## config.mk

```make
export PLATFORM = sky130hd
export DESIGN_NAME = sprite_engine
export DESIGN_NICKNAME = d
export VERILOG_FILES = /design/src/rtl/sprite_pkg.sv /design/src/rtl/line_buffer_ctrl.sv /design/src/rtl/sprite_scanner.sv /design/src/rtl/sprite_renderer.sv /design/src/rtl/sprite_engine.sv
export SDC_FILE = /design/constraint.sdc
export NUM_CORES = 1
export LEC_CHECK = 0
export ABC_AREA = 1
export BUFFER_PORTS_ARGS = -buffer_cell sky130_fd_sc_hd__buf_2
export CORE_ASPECT_RATIO = 1.4
export CORE_UTILIZATION = 43
export CTS_BUF_LIST = sky130_fd_sc_hd__clkbuf_8
export DETAILED_ROUTE_END_ITERATION = 8
export GPL_TIMING_DRIVEN = 0
export PLACE_DENSITY = 0.66
export SLEW_MARGIN = 20
export SYNTH_ARGS = -nofsm -noshare
export SYNTH_HDL_FRONTEND = slang
export SYNTH_SLANG_ARGS = --single-unit
```

## constraint.sdc

```tcl
create_clock -name clk -period 9.7 [get_ports clk]
set_clock_uncertainty 0.2 [all_clocks]
set_input_delay 1.94 -clock clk [delete_from_list [all_inputs] [get_ports clk]]
set_output_delay 1.94 -clock clk [all_outputs]
set_load 0.005 [all_outputs]
```

## src/rtl/sprite_pkg.sv

```systemverilog
`default_nettype none

package sprite_pkg;

	// Widths that carry a meaning
	typedef logic [8:0] pos_t;
	typedef logic [9:0] lb_addr_t;
	typedef logic [15:0] colour_t;
	typedef logic [16:0] rom_addr_t;
	typedef logic [7:0] ram_addr_t;
	typedef logic [7:0] pal_addr_t;
	typedef logic [5:0] sprite_index_t;
	typedef logic [5:0] size_px_t;

	localparam int NUM_SPRITES = 64;
	localparam int SPRITE_BYTES = 4;
	localparam pos_t BORDER = 9'd32;
	localparam pos_t LINE_WRAP_VCNT = 9'd255;
	localparam int READ_PHASES = 4;

	// Image regions in sprite ROM, one per sprite size
	localparam rom_addr_t ROM_BASE_8 = 17'd0;
	localparam rom_addr_t ROM_BASE_16 = 17'd8192;
	localparam rom_addr_t ROM_BASE_32 = 17'd24576;

	// Sprite RAM bit positions in bytes 0 and 2
	localparam int B0_ENABLE = 7;
	localparam int B0_PALETTE = 4;
	localparam int B0_SIZE = 2;
	localparam int B0_MIRROR = 1;
	localparam int B0_Y_MSB = 0;
	localparam int B2_IMAGE = 1;
	localparam int B2_X_MSB = 0;

	typedef enum logic [1:0] {
		SIZE_32 = 2'd0,
		SIZE_16 = 2'd1,
		SIZE_8 = 2'd2,
		SIZE_INVALID = 2'd3
	} size_code_t;

	localparam size_px_t PX_8 = 6'd8;
	localparam size_px_t PX_16 = 6'd16;
	localparam size_px_t PX_32 = 6'd32;

	typedef struct packed {
		pos_t x;
		pos_t y;
		size_px_t size;
		logic [6:0] image;
		logic [1:0] palette;
		logic mirror;
	} sprite_desc_t;

	typedef enum logic [3:0] {
		S_IDLE,
		S_WAIT,
		S_BYTE0,
		S_BYTE1,
		S_BYTE2,
		S_BYTE3,
		S_REQ,
		S_RELEASE,
		S_DONE
	} scan_state_t;

	typedef enum logic [1:0] {
		R_IDLE,
		R_FETCH,
		R_DRAIN,
		R_ACK
	} render_state_t;

endpackage

`default_nettype wire

```

## src/rtl/line_buffer_ctrl.sv

```systemverilog
`timescale 1ns/1ns
`default_nettype none

module line_buffer_ctrl
	import sprite_pkg::*;
(
	input wire clk,
	input wire reset,
	input wire hsync,
	input wire pos_t hcnt,
	input wire pos_t vcnt,
	input wire colour_t lb_rd_data,
	input wire line_ack,
	output logic line_req,
	output pos_t active_y,
	output logic lb_slot_wr,
	output lb_addr_t lb_rd_addr,
	output logic lb_rd_clear,
	output logic [7:0] r,
	output logic [7:0] g,
	output logic [7:0] b,
	output logic a
);

	logic hsync_last;
	logic hsync_rise;
	logic pending;
	logic start;
	logic slot_rd;
	logic [$clog2(READ_PHASES)-1:0] phase;

	assign hsync_rise = hsync && !hsync_last;

	// A line only starts once the previous handshake has fully closed
	assign start = (hsync_rise || pending) && !line_req && !line_ack;

	always_ff @(posedge clk)
	begin
		if (reset)
		begin
			hsync_last <= 1'b0;
			pending <= 1'b0;
			line_req <= 1'b0;
			slot_rd <= 1'b0;
			lb_slot_wr <= 1'b1;
		end
		else
		begin
			hsync_last <= hsync;
			pending <= (hsync_rise || pending) && !start;
			if (start)
			begin
				// Swap read and write slots
				slot_rd <= ~slot_rd;
				lb_slot_wr <= ~lb_slot_wr;
				line_req <= 1'b1;
			end
			else if (line_req && line_ack)
				line_req <= 1'b0;
		end
	end

	// Next visible line, wrapping back to the top border
	always_ff @(posedge clk)
	begin
		if (start)
			active_y <= (vcnt == LINE_WRAP_VCNT) ? BORDER : vcnt + BORDER + pos_t'(1);
	end

	assign lb_rd_addr = {slot_rd, hcnt + BORDER};

	always_ff @(posedge clk)
	begin
		if (reset)
		begin
			phase <= '0;
			lb_rd_clear <= 1'b0;
		end
		else
		begin
			phase <= phase + 1'b1;
			lb_rd_clear <= (phase == '0);
		end
	end

	// 5-bit fields widened by repeating their top bits
	always_ff @(posedge clk)
	begin
		if (phase == '0)
		begin
			r <= {lb_rd_data[4:0], lb_rd_data[4:2]};
			g <= {lb_rd_data[9:5], lb_rd_data[9:7]};
			b <= {lb_rd_data[14:10], lb_rd_data[14:12]};
			a <= lb_rd_data[15];
		end
	end

endmodule

`default_nettype wire

```

## src/rtl/sprite_scanner.sv

```systemverilog
`timescale 1ns/1ns
`default_nettype none

module sprite_scanner
	import sprite_pkg::*;
(
	input wire clk,
	input wire reset,
	input wire line_req,
	input wire pos_t active_y,
	input wire [7:0] ram_data,
	input wire spr_ack,
	output logic line_ack,
	output ram_addr_t ram_addr,
	output logic spr_req,
	output sprite_desc_t spr,
	output pos_t row
);

	scan_state_t state;
	sprite_index_t index;
	sprite_index_t next_index;
	size_code_t size_code;
	size_px_t size_px;
	pos_t y_cur;
	logic [9:0] y_last;
	logic on_line;
	logic drop_b0;
	logic advance;
	logic last;

	assign size_code = size_code_t'(ram_data[B0_SIZE +: 2]);
	assign drop_b0 = !ram_data[B0_ENABLE] || size_code == SIZE_INVALID;

	always_comb
	begin
		case (size_code)
			SIZE_8: size_px = PX_8;
			SIZE_16: size_px = PX_16;
			SIZE_32: size_px = PX_32;
			default: size_px = '0;
		endcase
	end

	// Y test while byte 1 is on the bus
	assign y_cur = {spr.y[8], ram_data};
	assign y_last = {1'b0, y_cur} + {4'b0, spr.size} - 10'd1;
	assign on_line = (active_y >= y_cur) && ({1'b0, active_y} <= y_last);

	assign advance = (state == S_BYTE0 && drop_b0)
		|| (state == S_BYTE1 && !on_line)
		|| (state == S_RELEASE && !spr_ack);
	assign last = (index == sprite_index_t'(NUM_SPRITES - 1));
	assign next_index = index + 1'b1;

	always_ff @(posedge clk)
	begin
		if (reset)
		begin
			state <= S_IDLE;
			line_ack <= 1'b0;
			spr_req <= 1'b0;
		end
		else
		begin
			case (state)
				S_IDLE:
					if (line_req)
						state <= S_WAIT;
				S_WAIT: state <= S_BYTE0;
				S_BYTE0: state <= S_BYTE1;
				S_BYTE1: state <= S_BYTE2;
				S_BYTE2: state <= S_BYTE3;
				S_BYTE3:
				begin
					spr_req <= 1'b1;
					state <= S_REQ;
				end
				S_REQ:
					if (spr_ack)
					begin
						spr_req <= 1'b0;
						state <= S_RELEASE;
					end
				S_DONE:
					if (!line_req)
					begin
						line_ack <= 1'b0;
						state <= S_IDLE;
					end
				default: ;
			endcase
			// Rejected or finished sprites leave from here
			if (advance)
			begin
				if (last)
				begin
					line_ack <= 1'b1;
					state <= S_DONE;
				end
				else
					state <= S_WAIT;
			end
		end
	end

	// Sprite RAM address, one byte per cycle through a descriptor
	always_ff @(posedge clk)
	begin
		if (state == S_IDLE)
		begin
			index <= '0;
			ram_addr <= '0;
		end
		else if (advance)
		begin
			index <= next_index;
			ram_addr <= ram_addr_t'(next_index) * ram_addr_t'(SPRITE_BYTES);
		end
		else if (state == S_WAIT || state == S_BYTE0 || state == S_BYTE1)
			ram_addr <= ram_addr + 1'b1;
	end

	always_ff @(posedge clk)
	begin
		case (state)
			S_BYTE0:
			begin
				spr.palette <= ram_data[B0_PALETTE +: 2];
				spr.size <= size_px;
				spr.mirror <= ram_data[B0_MIRROR];
				spr.y[8] <= ram_data[B0_Y_MSB];
			end
			S_BYTE1:
			begin
				spr.y[7:0] <= ram_data;
				row <= active_y - y_cur;
			end
			S_BYTE2:
			begin
				spr.image <= ram_data[B2_IMAGE +: 7];
				spr.x[8] <= ram_data[B2_X_MSB];
			end
			S_BYTE3: spr.x[7:0] <= ram_data;
			default: ;
		endcase
	end

endmodule

`default_nettype wire

```

## src/rtl/sprite_renderer.sv

```systemverilog
`timescale 1ns/1ns
`default_nettype none

module sprite_renderer
	import sprite_pkg::*;
(
	input wire clk,
	input wire reset,
	input wire spr_req,
	input wire sprite_desc_t spr,
	input wire pos_t row,
	input wire lb_slot_wr,
	input wire [7:0] rom_data,
	input wire colour_t pal_data,
	output logic spr_ack,
	output rom_addr_t rom_addr,
	output pal_addr_t pal_addr,
	output lb_addr_t lb_wr_addr,
	output colour_t lb_wr_data,
	output logic lb_wr
);

	render_state_t state;

	// Pixel pipeline: ROM address out, ROM data and palette address, palette data
	logic [2:0] stage;
	logic issue;
	size_px_t remaining;
	size_px_t pix;
	rom_addr_t base;
	rom_addr_t size_r;
	rom_addr_t start_addr;

	always_comb
	begin
		case (spr.size)
			PX_8: base = ROM_BASE_8;
			PX_16: base = ROM_BASE_16;
			default: base = ROM_BASE_32;
		endcase
	end

	// Mirrored rows start from the last pixel and walk backwards
	assign size_r = rom_addr_t'(spr.size);
	assign start_addr = base
		+ rom_addr_t'(spr.image) * size_r * size_r
		+ rom_addr_t'(row) * size_r
		+ (spr.mirror ? size_r - rom_addr_t'(1) : rom_addr_t'(0));

	assign issue = (state == R_IDLE && spr_req) || (state == R_FETCH && remaining != '0);

	// ROM output is registered, so the palette lookup follows it directly
	assign pal_addr = {spr.palette, rom_data[4:0], 1'b0};

	always_ff @(posedge clk)
	begin
		if (reset)
		begin
			state <= R_IDLE;
			stage <= '0;
			spr_ack <= 1'b0;
			lb_wr <= 1'b0;
		end
		else
		begin
			stage <= {stage[1:0], issue};
			// Transparent pixels are dropped here
			lb_wr <= stage[2] && pal_data[15];
			case (state)
				R_IDLE:
					if (spr_req)
						state <= R_FETCH;
				R_FETCH:
					if (remaining == '0)
						state <= R_DRAIN;
				R_DRAIN:
					// Last write is on the bus this cycle
					if (stage == '0)
					begin
						spr_ack <= 1'b1;
						state <= R_ACK;
					end
				R_ACK:
					if (!spr_req)
					begin
						spr_ack <= 1'b0;
						state <= R_IDLE;
					end
				default: state <= R_IDLE;
			endcase
		end
	end

	always_ff @(posedge clk)
	begin
		if (state == R_IDLE)
		begin
			rom_addr <= start_addr;
			remaining <= spr.size - 1'b1;
			pix <= '0;
		end
		else if (issue)
		begin
			rom_addr <= spr.mirror ? rom_addr - 1'b1 : rom_addr + 1'b1;
			remaining <= remaining - 1'b1;
		end
		if (stage[2])
		begin
			lb_wr_addr <= {lb_slot_wr, spr.x + pos_t'(pix)};
			lb_wr_data <= pal_data;
			pix <= pix + 1'b1;
		end
	end

endmodule

`default_nettype wire

```

## src/rtl/sprite_engine.sv

```systemverilog
`timescale 1ns/1ns
`default_nettype none

module sprite_engine
	import sprite_pkg::*;
(
	input wire clk,
	input wire reset,
	input wire hsync,
	input wire pos_t hcnt,
	input wire pos_t vcnt,
	input wire [7:0] ram_data,
	input wire [7:0] rom_data,
	input wire colour_t pal_data,
	input wire colour_t lb_rd_data,
	output ram_addr_t ram_addr,
	output rom_addr_t rom_addr,
	output pal_addr_t pal_addr,
	output lb_addr_t lb_wr_addr,
	output lb_addr_t lb_rd_addr,
	output colour_t lb_wr_data,
	output logic lb_wr,
	output logic lb_rd_clear,
	output logic [7:0] r,
	output logic [7:0] g,
	output logic [7:0] b,
	output logic a
);

	// Line handshake
	logic line_req;
	logic line_ack;
	pos_t active_y;
	logic lb_slot_wr;

	// Sprite handshake
	logic spr_req;
	logic spr_ack;
	sprite_desc_t spr;
	pos_t row;

	line_buffer_ctrl u_line_ctrl (
		.clk(clk),
		.reset(reset),
		.hsync(hsync),
		.hcnt(hcnt),
		.vcnt(vcnt),
		.lb_rd_data(lb_rd_data),
		.line_ack(line_ack),
		.line_req(line_req),
		.active_y(active_y),
		.lb_slot_wr(lb_slot_wr),
		.lb_rd_addr(lb_rd_addr),
		.lb_rd_clear(lb_rd_clear),
		.r(r),
		.g(g),
		.b(b),
		.a(a)
	);

	sprite_scanner u_scanner (
		.clk(clk),
		.reset(reset),
		.line_req(line_req),
		.active_y(active_y),
		.ram_data(ram_data),
		.spr_ack(spr_ack),
		.line_ack(line_ack),
		.ram_addr(ram_addr),
		.spr_req(spr_req),
		.spr(spr),
		.row(row)
	);

	sprite_renderer u_renderer (
		.clk(clk),
		.reset(reset),
		.spr_req(spr_req),
		.spr(spr),
		.row(row),
		.lb_slot_wr(lb_slot_wr),
		.rom_data(rom_data),
		.pal_data(pal_data),
		.spr_ack(spr_ack),
		.rom_addr(rom_addr),
		.pal_addr(pal_addr),
		.lb_wr_addr(lb_wr_addr),
		.lb_wr_data(lb_wr_data),
		.lb_wr(lb_wr)
	);

endmodule

`default_nettype wire

```

==> results.sh <==
export IMPL_layout_nets=1675
export IMPL_ctsRootBufferMaster="clkbuf_8"
export IMPL_seq_power_share_pct=21.7
export IMPL_drcViolationCount=6
export IMPL_h_tree_depth=4
export IMPL_period_needed_ps=7290
export IMPL_hp_class="reg -> reg"
export IMPL_cts_tree="done"
export IMPL_antenna_cells=0
export IMPL_dieArea_um2=26600
export IMPL_ant_nets=0
export IMPL_critPathKind="reg -> reg"
export IMPL_fin_cells=1740
export IMPL_reg2regPathDepth=31
export IMPL_cts_hold_buf=0
export IMPL_irDropWorstVdd_mv=0.190
export IMPL_switching_power_uw=2350
export IMPL_slew_headroom_pct=24.3
export IMPL_failed_checks="design-rule violations"
export IMPL_cp_top_family="adder cells"
export IMPL_clock_sinks=147
export IMPL_syn_to_final_growth_pct=13.6
export IMPL_antenna_found_initial=0
export IMPL_setup_viol=0
export IMPL_synthMuxAreaShare_pct=0
export IMPL_worstSetupEndpointType="flip-flop"
export IMPL_vias=8520
export IMPL_grt_max_degree=33
export IMPL_r2r_slack_ps=2410
export IMPL_synth_top_family_by_area="adder cells"
export IMPL_final_seq_area_um2=4070
export IMPL_p_leak_uw=0.00637
export IMPL_vias_per_cell=4.90
export IMPL_clkPwrFrac_pct=9.2
export IMPL_insertion_delay_ps=470
export IMPL_synthAdderAreaFrac_pct=25.4
export IMPL_first_global_vias=8314
export IMPL_path_max_fanout=10
export IMPL_worstReg2RegStart="u_scanner.spr[15]$_DFFE_PP_"
export IMPL_hold_depth=1
export IMPL_cts_buffer_depth=2
export IMPL_rows=69
export IMPL_hold_violations=0
export IMPL_maxSlewViolCount=0
export IMPL_rsz0062_at_grt="no"
export IMPL_max_freq_ghz=0.137
export IMPL_pre_cts_ws_ps=2390
export IMPL_power_uw=4740
export IMPL_syn_area_um2=11200
export IMPL_final_common_cell="inv_1"
export IMPL_drive_gt1_share_pct=16.5
export IMPL_grt_usage_pct=17.8
export IMPL_max_cap_viol_count=0
export IMPL_dpl_cell_count=1708
export IMPL_synth_seq_cells=147
export IMPL_grt_pass1_wl_um=37200
export IMPL_required_ps=9730
export IMPL_avgSynthCellArea_um2=9.02
export IMPL_worst_pin_slew_ps=1130
export IMPL_cp_slowest_cell="fa_1"
export IMPL_fin_ws_ps=2410
export IMPL_multiInputGateArea_um2=6010
export IMPL_crit_start="u_scanner.spr[15]$_DFFE_PP_"
export IMPL_ys_warn_count=0
export IMPL_p_int_uw=2390
export IMPL_numPortBuffers=149
export IMPL_routed_wl_um=23100
export IMPL_cp_arrival_ps=7330
export IMPL_path_clk_slew_ps=90
export IMPL_finalWeightedCongestion=0.899
export IMPL_status="complete, but fails checks"
export IMPL_synth_xor_area_share_pct=4.71
export IMPL_drt_pass1_iter_count=6
export IMPL_yosysSeqAreaShare_pct=36.4
export IMPL_pwr_share_comb_pct=69.1
export IMPL_drtIter0Drc=312
export IMPL_nFillCells=2332
export IMPL_synth_area_leaders="edfxtp_1 30%, ha_1 17%, fa_1 8.4%"
export IMPL_cts_made_buffers=17
export IMPL_dpl_hpwl_um=19000
export IMPL_synth_compound_area_share_pct=8.61
export IMPL_ys_types=50
export IMPL_grt_overflow_total=0
export IMPL_syn_instance_count=1238
export IMPL_core_area_um2=25500
export IMPL_synth_top_area_share_pct=30.1
export IMPL_synth_top_area_cell="edfxtp_1"
export IMPL_die_y_um=193
export IMPL_path_depth=31
export IMPL_die_w_um=138
export IMPL_cts_setup_buffers=0
export IMPL_endpoint="u_renderer.rom_addr[16]$_DFFE_PP_"
export IMPL_wl_per_cell_um=13.3
export IMPL_startpoint_type="flip-flop"
export IMPL_yosys_area_share_simple_pct=15.0
export IMPL_critPathBufInv=6
export IMPL_io_pins=165
export IMPL_cpPeakStageDelay_ps=550
export IMPL_worst_r2r_endpoint="u_renderer.rom_addr[16]$_DFFE_PP_"
export IMPL_final_cell_mix="223 x inv_1, 209 x nand2_1, 151 x buf_2, 151 x ha_1, 112 x edfxtp_1"
export IMPL_fin_tns_setup_ps=0
export IMPL_cts_resized=0
export IMPL_initial_core_util_pct=43.8
export IMPL_p_sw_share_pct=49.6
export IMPL_fin_crit_sh_pct=75.2
export IMPL_p_per_area_nw_per_um2=374
-- synthesized netlist by cell type, drive strengths merged --
library cell / count
a211oi: 2
a21boi: 2
a21o: 4
a21oi: 85
a221oi: 1
a22o: 1
a22oi: 1
a31oi: 5
a32o: 1
and2: 1
and3b: 1
buf: 26
clkbuf: 12
conb: 1
dfxtp: 35
edfxtp: 112
fa: 47
ha: 151
inv: 229
nand2: 219
nand3: 52
nand3b: 4
nand4: 5
nor2: 81
nor3: 19
nor3b: 1
nor4: 1
nor4b: 1
o2111ai: 1
o211ai: 1
o21a: 1
o21ai: 63
o21bai: 2
o311ai: 1
o31a: 1
o31ai: 4
or2: 4
xnor2: 28
xor2: 32
-- registers in the layout (all words and copies together) (netlist names), 3 cells and up --
signal / flops
u_line_ctrl.b: 5
u_scanner.row: 9
u_scanner.spr: 23
u_line_ctrl.g: 5
u_line_ctrl.r: 5
u_renderer.lb_wr_addr: 10
u_renderer.lb_wr_data: 16
u_renderer.pix: 6
u_scanner.ram_addr: 8
u_scanner.state: 4
u_renderer.rom_addr: 17
u_scanner.index: 6
u_renderer.stage: 3
u_renderer.remaining: 6
u_line_ctrl.active_y: 9
-- metrics by stage --
stage | hold WS [ps] | area, um2 | util (%)
after floorplan | 193 | 11200 | -
after global placement | 200 | 12300 | 48.3
after detailed placement | 221 | 12300 | 48.4
after CTS | 233 | 12700 | 49.8
after global routing | 268 | 12700 | 49.8
final | 224 | 12700 | 49.8
-- how the worst min path moves through the flow --
stage                                                from                              end  slack, ps
after floorplan           u_line_ctrl.phase[0]$_SDFF_PP0_  u_line_ctrl.phase[0]$_SDFF_PP0_        190
after global placement    u_line_ctrl.phase[0]$_SDFF_PP0_  u_line_ctrl.phase[0]$_SDFF_PP0_        200
after detailed placement  u_line_ctrl.phase[0]$_SDFF_PP0_  u_line_ctrl.phase[0]$_SDFF_PP0_        220
after CTS                 u_line_ctrl.phase[0]$_SDFF_PP0_  u_line_ctrl.phase[0]$_SDFF_PP0_        230
after global routing      u_line_ctrl.phase[0]$_SDFF_PP0_  u_line_ctrl.phase[0]$_SDFF_PP0_        270
final                     u_line_ctrl.phase[0]$_SDFF_PP0_  u_line_ctrl.phase[0]$_SDFF_PP0_        220
-- power groups by stage --
stage	Clock [uW]	Sequential, uW	Combinational, uW
after floorplan	0	1020	2510
after global placement	0	1040	3250
after detailed placement	0	1050	3300
after CTS	445	1030	3330
after global routing	468	1050	3780
final	434	1030	3280
-- per-layer routing --
metal | wire length, um | part of all wire, % | GRT usage (%)
met1 | 8980 | 39 | 17.7
met2 | 12500 | 54 | 35.0
met3 | 783 | 3.4 | 3.20
met4 | 852 | 3.7 | 9.46
met5 | 0 | 0 | 0
-- final cells by class --
type / instances / share of cell area [%]
inverters: 229 / 6.78
plain buffers: 38 / 1.95
clock inverters: 14 / 0.799
multi-input cells: 825 / 47.4
repair buffers: 150 / 5.94
flip-flops and latches: 147 / 32.1
clock buffers: 18 / 1.95
well taps: 319 / 3.15
-- logic make-up (layout without fill, tap and decap cells) --
logic type                 count (synthesis)  after routing
and+or+nand+nor                          389            389
buffers and inverters                    267            449
adders and majority gates                198            198
AOI/OAI and AO/OA                        176            176
DFF                                      147            147
xor gates and xnor gates                  60             60
other                                      1              2
(Power assumes the default switching activity.)
